**config.mk**
```make
export PLATFORM = sky130hd
export DESIGN_NAME = rv_regfile_flat
export DESIGN_NICKNAME = d
export VERILOG_FILES = /design/src/common/rv_isa_pkg.sv /design/src/common/rv_core_pkg.sv /design/src/common/rv_decode_if.sv /design/src/logic/rv_regfile.sv /design/src/flat_wrapper.sv
export SDC_FILE = /design/constraint.sdc
export NUM_CORES = 2
export LEC_CHECK = 0
export BUFFER_PORTS_ARGS = -buffer_cell sky130_fd_sc_hd__buf_2
export CORE_MARGIN = 10
export CORE_UTILIZATION = 55
export DETAILED_ROUTE_END_ITERATION = 6
export HOLD_SLACK_MARGIN = 0.03
export PLACE_DENSITY = 0.83
export SLEW_MARGIN = 25
export SYNTH_ARGS = -nofsm -noshare
export SYNTH_HDL_FRONTEND = slang
export SYNTH_SLANG_ARGS = --single-unit
```
**constraint.sdc**
```tcl
create_clock -name CLK -period 4.9 [get_ports CLK]
set_input_delay 0.49 -clock CLK [delete_from_list [all_inputs] [get_ports CLK]]
set_output_delay 0.49 -clock CLK [all_outputs]
set_load 0.01 [all_outputs]
```
**src/common/rv_isa_pkg.sv**
```systemverilog
package rv_isa_pkg;

	localparam int XLEN     = 64;
	localparam int ILEN     = 32;
	localparam int NUM_REGS = 32;
	localparam int REG_AW   = 5;
	localparam int SHAMT_W  = 6;	// RV64 shift amount

	typedef logic [XLEN-1:0]	xlen_t;
	typedef logic [ILEN-1:0]	inst_t;
	typedef logic [REG_AW-1:0]	reg_addr_t;

	typedef enum logic [6:0] {
		OPC_LOAD   = 7'b00_000_11,
		OPC_STORE  = 7'b01_000_11,
		OPC_BRANCH = 7'b11_000_11,
		OPC_JALR   = 7'b11_001_11,
		OPC_JAL    = 7'b11_011_11,
		OPC_OP_IMM = 7'b00_100_11,
		OPC_OP     = 7'b01_100_11,
		OPC_AUIPC  = 7'b00_101_11,
		OPC_LUI    = 7'b01_101_11
	} opcode_e;

	localparam logic [2:0] F3_W    = 3'b010;	// LW, SW
	localparam logic [2:0] F3_D    = 3'b011;	// LD, SD

	localparam logic [2:0] F3_BEQ  = 3'b000;
	localparam logic [2:0] F3_BNE  = 3'b001;
	localparam logic [2:0] F3_BLT  = 3'b100;
	localparam logic [2:0] F3_BGE  = 3'b101;
	localparam logic [2:0] F3_BLTU = 3'b110;
	localparam logic [2:0] F3_BGEU = 3'b111;

	localparam logic [2:0] F3_ADD  = 3'b000;	// Also SUB
	localparam logic [2:0] F3_SLL  = 3'b001;
	localparam logic [2:0] F3_SLT  = 3'b010;
	localparam logic [2:0] F3_SLTU = 3'b011;
	localparam logic [2:0] F3_XOR  = 3'b100;
	localparam logic [2:0] F3_SR   = 3'b101;	// SRL and SRA
	localparam logic [2:0] F3_OR   = 3'b110;
	localparam logic [2:0] F3_AND  = 3'b111;
	localparam logic [2:0] F3_JALR = 3'b000;

	localparam logic [6:0] FUNCT7_ALT = 7'b0100000;	// SUB, SRA

endpackage

```
**src/common/rv_core_pkg.sv**
```systemverilog
package rv_core_pkg;

	localparam rv_isa_pkg::xlen_t RESET_PC = 64'h0000_0000_8000_0000;
	localparam int MEM_WORDS = 1024;
	localparam int MEM_AW    = 10;

	typedef logic [MEM_AW-1:0]	mem_addr_t;

	typedef enum logic [3:0] {
		ALU_ADD,
		ALU_SUB,
		ALU_SLL,
		ALU_SLT,
		ALU_SLTU,
		ALU_XOR,
		ALU_SRL,
		ALU_SRA,
		ALU_OR,
		ALU_AND,
		ALU_PASS_B
	} alu_op_e;

	typedef enum logic [2:0] {
		CMP_EQ,
		CMP_NE,
		CMP_LT,
		CMP_GE,
		CMP_LTU,
		CMP_GEU
	} cmp_op_e;

	typedef enum logic       {SRC_A_RS1, SRC_A_PC} src_a_e;
	typedef enum logic [1:0] {SRC_B_RS2, SRC_B_IMM, SRC_B_FOUR} src_b_e;
	typedef enum logic       {WB_ALU, WB_MEM} wb_sel_e;

endpackage

```
**src/common/rv_decode_if.sv**
```systemverilog
`timescale 1ns/1ns

interface rv_decode_if;
	import rv_isa_pkg::*;
	import rv_core_pkg::*;

	reg_addr_t	rs1;
	reg_addr_t	rs2;
	reg_addr_t	rd;
	logic		rd_we;
	xlen_t		imm;	// Sign-extended for every format
	src_a_e		src_a;
	src_b_e		src_b;
	alu_op_e	alu_op;
	cmp_op_e	cmp_op;
	logic		mem_re;
	logic		mem_we;
	logic		mem_dword;
	wb_sel_e	wb_sel;

	modport ctrl (
		output rs1, rs2, rd, rd_we, imm,
		output src_a, src_b, alu_op, cmp_op,
		output mem_re, mem_we, mem_dword, wb_sel
	);

	modport rf  (input rs1, rs2, rd, rd_we, wb_sel);
	modport alu (input imm, src_a, src_b, alu_op, cmp_op);
	modport mem (input mem_re, mem_we, mem_dword);

endinterface

```
**src/logic/rv_regfile.sv**
```systemverilog
`timescale 1ns/1ns

module rv_regfile (
	input				CLK,
	input				RSTn,
	rv_decode_if.rf			dec,
	input  rv_isa_pkg::xlen_t	alu_result_i,
	input  rv_isa_pkg::xlen_t	load_data_i,
	output rv_isa_pkg::xlen_t	rs1_data_o,
	output rv_isa_pkg::xlen_t	rs2_data_o,
	output logic			wb_we_o,
	output rv_isa_pkg::reg_addr_t	wb_addr_o,
	output rv_isa_pkg::xlen_t	wb_data_o
);
	import rv_isa_pkg::*;
	import rv_core_pkg::*;

	xlen_t	regs [NUM_REGS];

	assign rs1_data_o = (dec.rs1 == '0) ? '0 : regs[dec.rs1];
	assign rs2_data_o = (dec.rs2 == '0) ? '0 : regs[dec.rs2];

	assign wb_we_o   = dec.rd_we && (dec.rd != '0);	// x0 is never written
	assign wb_addr_o = dec.rd;
	assign wb_data_o = (dec.wb_sel == WB_MEM) ? load_data_i : alu_result_i;

	always_ff @(posedge CLK or negedge RSTn) begin
		if (!RSTn) begin
			for (int i = 0; i < NUM_REGS; i++)
				regs[i] <= '0;
		end else if (wb_we_o) begin
			regs[wb_addr_o] <= wb_data_o;
		end
	end

	// Write-back lands in the addressed register
	a_wb_commit: assert property (@(posedge CLK) disable iff (!RSTn)
		wb_we_o |=> regs[$past(wb_addr_o)] == $past(wb_data_o));

endmodule

```
**src/flat_wrapper.sv**
```systemverilog
// flat-port wrapper written by rule: the top's interface ports become plain ports
module rv_regfile_flat import rv_isa_pkg::*; import rv_core_pkg::*;
  (CLK, RSTn, alu_result_i, load_data_i, rs1_data_o, rs2_data_o, wb_we_o, wb_addr_o, wb_data_o, dec_rs1, dec_rs2, dec_rd, dec_rd_we, dec_wb_sel);
  rv_decode_if dec_i ();
  input CLK;
  input RSTn;
  input  rv_isa_pkg::xlen_t alu_result_i;
  input  rv_isa_pkg::xlen_t load_data_i;
  output rv_isa_pkg::xlen_t rs1_data_o;
  output rv_isa_pkg::xlen_t rs2_data_o;
  output logic wb_we_o;
  output rv_isa_pkg::reg_addr_t wb_addr_o;
  output rv_isa_pkg::xlen_t wb_data_o;
  input wire logic [$bits(dec_i.rs1)-1:0] dec_rs1;
  input wire logic [$bits(dec_i.rs2)-1:0] dec_rs2;
  input wire logic [$bits(dec_i.rd)-1:0] dec_rd;
  input wire logic [$bits(dec_i.rd_we)-1:0] dec_rd_we;
  input wire logic [$bits(dec_i.wb_sel)-1:0] dec_wb_sel;
  assign dec_i.rs1 = dec_rs1;
  assign dec_i.rs2 = dec_rs2;
  assign dec_i.rd = dec_rd;
  assign dec_i.rd_we = dec_rd_we;
  assign dec_i.wb_sel = dec_wb_sel;
  rv_regfile u_core (.CLK(CLK), .RSTn(RSTn), .dec(dec_i), .alu_result_i(alu_result_i), .load_data_i(load_data_i), .rs1_data_o(rs1_data_o), .rs2_data_o(rs2_data_o), .wb_we_o(wb_we_o), .wb_addr_o(wb_addr_o), .wb_data_o(wb_data_o));
endmodule
```
==> summary by stage <==
Run status
The flow ran to the end, but the final reports show violations. The final reports fail on DRC.

Timing
The minimum hold slack is 0.152 ns. Adding up every negative setup slack in the final design gives 0 ns. Setup repair after global routing left no endpoint under its margin.

The relative slew slack is 17.8%. The portion of the clock cycle consumed by the worst path in the final layout is 79.4%. Across the routed clock network, the largest skew measured is 0 ns.

The number of hold violations in the final report came to 0. The setup violation total in the final timing report is 0. The max-slew violation count is 0.

After layout, the minimum clock period comes to 3.89 ns. The actual transition at the worst max-transition pin is 1.23 ns. For this run, the top clock speed supported by timing is 257 MHz.

Synthesis
The largest area contributor in the synthesized netlist is dfrtp_1. Averaged over all synthesized cells, the footprint is 11.2 sq um. The number of warnings reported in the yosys synthesis log is 0. The most used flip-flop cell after synthesis is dfrtp_1.

Synthesis produced 9362 cells. The top-area cell type share of the netlist area is 48.9%. The number of flip-flops and latches in the synthesized netlist is 2048. The number of nets in the synthesized netlist is 9509.

The number of different library cells used by synthesis comes to 44. Sequential cells were found to cover 48.9% of the synthesized design area. The async set-reset flop share out of synthesis is 100%. The synthesized cell area is 0.105 sq mm. The number of synthesized flops with an enable pin is 0. In the post-synthesis netlist, the biggest area contributors are dfrtp_1 (49%), mux4_2 (20%), o21ai_0 (5.0%), a21oi_1 (4.7%), nand2_1 (3.9%).

Clock network
TritonCTS built the clock tree. The clock transition at the register clock pins on the worst setup and hold paths after CTS is 0.06 ns. The buffer levels on the longest clock path is 3. Post-CTS repair changed the size of 0 cells. The buffer type at the clock tree root is clkbuf_16.

Clock latency on the worst-skew pair, taken at its later pin, is 0.88 ns. The H-tree was split into 4 levels. The number of sinks driven by the clock tree is 2048. The number of buffers created by CTS is 203.

Final layout
Fill cells in the final layout number 13500. The largest register by flop count is u_core.regs. The share of cells above drive strength 1 is 22.9%. The sequential cell area is 0.0512 sq mm. For this run, the share of the core covered by cells in the final layout is 61.1%.

In the final layout, the registers with the most flip-flops are u_core.regs (2048). The number of nets in the final layout is 9279. The area used by multi-input combinational logic is 0.0493 sq mm. Once layout is done, the placed cells without fillers occupy 0.116 sq mm. The register with the most flip-flops in the layout has 2048 of them. The synthesis-to-finish area growth is 10.7%.

Power and ir drop
Cell internal power was estimated by the tool at 35.4 mW. The part of the power in combinational logic is 22.3%. The power density relative to cell area is 439 mW/mm^2. The static power due to leakage is 50.5 nW.

The switching power is 15.5 mW. The part of the total power dissipated in the clock network is 31.7%. Across the VDD grid, the largest voltage drop is 420 uV.

Net switching is 30.5% of the power. The sequential share of power is 46.0%.

Placement
Summing all placed instances gives a cell area of 0.109 sq mm. Detailed placement finished with a half-perimeter wire length of 201 mm. The congestion estimate from routability-driven global placement came to 0.880. During placement, the flow inserted port buffers numbering 344.

Floorplanning
The placeable core area is 0.190 sq mm. The floorplan step defined a die boundary enclosing 0.208 sq mm. The number of primary I/O pins is 345. The cell row count is 160. The starting density of the core is 55.2%. The floorplan die height is 457 um. The floorplan step set the die width to 457 um.

Global routing
The number of global-route vias before repair is 87300. Entering global routing, the biggest net connects 157 pins. The wire length of the first global-routing pass is 529 mm.

The combined global-route utilization of all metal layers is 32.9%. Global routing finished with a remaining overflow of 0. The initial antenna violation count is 25.

Setup path
The category of the most critical setup path is in -> out. Data on the critical path arrives at its endpoint at 3.40 ns. The signal on the critical path passes through buf_8, buf_12, nor2b_1, a221o_1, o21ai_0, a221oi_1, buf_2. The largest fanout of any net on the critical path is 52. The startpoint kind of the worst setup timing path is an input port.

The required time of the critical path is 4.41 ns. The master of the slowest instance on the critical path is a221oi_1. The worst setup path is captured at a primary output. The largest stage delay on the critical path is 0.84 ns.

Drt
The DRC violation count after routing is 1. The post-detailed-route wirelength per cell is 29.6 um. After detailed routing, the total wire length is 350 mm.

Detailed routing inserted a total of 84600 vias. The number of nets with antenna violations after detailed routing is 0. After the first detailed-routing iteration, the DRC count stood at 12100. The first detailed-routing pass took 7 iterations.

Dividing the detail-routed via count by the number of cells gives 7.16.

Run
Max-cap violations in this run came to 0.

Worst hold path
The type of the worst min-delay path is in -> reg.
-- power by group through the flow --
stage               Combinational [mW]  Clock [mW]  Sequential, mW
floorplan                         8.14           0            22.5
global route                      12.3        16.8            23.7
global placement                  10.5           0            23.0
detailed placement                11.0           0            23.5
finish                            11.4        16.1            23.4
CTS                               11.2        16.1            23.2
-- layout make-up --
type	instances	area share, %
timing repair buffer	641	4.53
multi-input combinational	6171	42.5
inverter	67	0.228
antenna	9	0.0194
clock inverter	76	0.804
clock buffer	292	5.09
tap	2511	2.71
sequential	2048	44.2
-- layout by cell type, fill, tap and decap left out, types with 42 or more instances in the layout --
cell and n:
a211o_1 52, a22oi_1 69, dfrtp_1 2048, a22o_1 64
buf_4 201, nand3_1 53, nand2_1 1089, mux2i_1 301
clkbuf_8 45, o22ai_1 88, inv_1 64, clkbuf_16 206
a21oi_1 975, a21o_1 43, nor2_1 961, o21ai_0 1040
o221ai_1 64, mux2i_2 60, a221oi_1 52, clkbuf_1 42
mux4_2 918, buf_12 94, and3_1 52, mux2_2 137
buf_2 334
-- final timing paths --
kind	start	endpoint	slack [ns]	cells past startpoint
max reg2reg	u_core.regs[1623]	u_core.regs[1623]	4.06	2
min	alu_result_i[49]	u_core.regs[689]	0.15	4
min reg2reg	u_core.regs[2000]	u_core.regs[2000]	0.38	0
max in group asynchronous	RSTn	u_core.regs[709]	3.06	3
min in group asynchronous	RSTn	u_core.regs[558]	0.27	2
max	dec_rs1[0]	rs1_data_o[26]	1.01	7
-- kinds of logic after synthesis --
group / Yosys count / share of synthesized area (%)
simple gates: 2252 / 8.45
buf+inv: 1143 / 4.66
flops: 2048 / 48.9
compound gates: 2497 / 13.3
mux: 1422 / 24.7
-- per-stage QoR --
stage	std cells	power, mW	setup slack, ns
6_report	11800	50.9	1.01
5_1_grt	11800	52.9	0.917
4_1_cts	11800	50.6	1.14
3_5_place_dp	11400	34.5	1.16
3_3_place_gp	11400	33.5	1.18
2_1_floorplan	9362	30.7	2.16
-- what timing repair did --
item / CTS / global route
endpoints found under the hold margin: 98 / 0
hold buffers: 1 / 0
setup buffers: 0 / 0
-- synth_stat cells (all sizes together), types with 52 or more instances --
cell type and count:
a221oi 52, a211o 52, mux2 139, and3 52
inv 67, mux2i 365, a21oi 976, dfrtp 2048
a22o 64, mux4 918, clkbuf 766, o221ai 64
o21ai 1040, buf 310, nand2 1092, a22oi 69
nor2 978, nand3 56, o22ai 88
-- per-layer routing --
layer	part of all wire, %	GRT usage, %	vias to the layer above
met2	45	49.9	7221
met1	32	38.6	41700
li1	-	-	33500
met4	9.3	26.0	36
met3	14	11.0	2161
met5	0.075	0	-
-- worst max-delay path, delay by kind of cell --
family	cells	cell delay, ns
AND/OR/NAND/NOR	1	0.65
buffers and inverters	3	0.92
AO/OA/AOI/OAI	3	1.26
(Power assumes the default switching activity.)
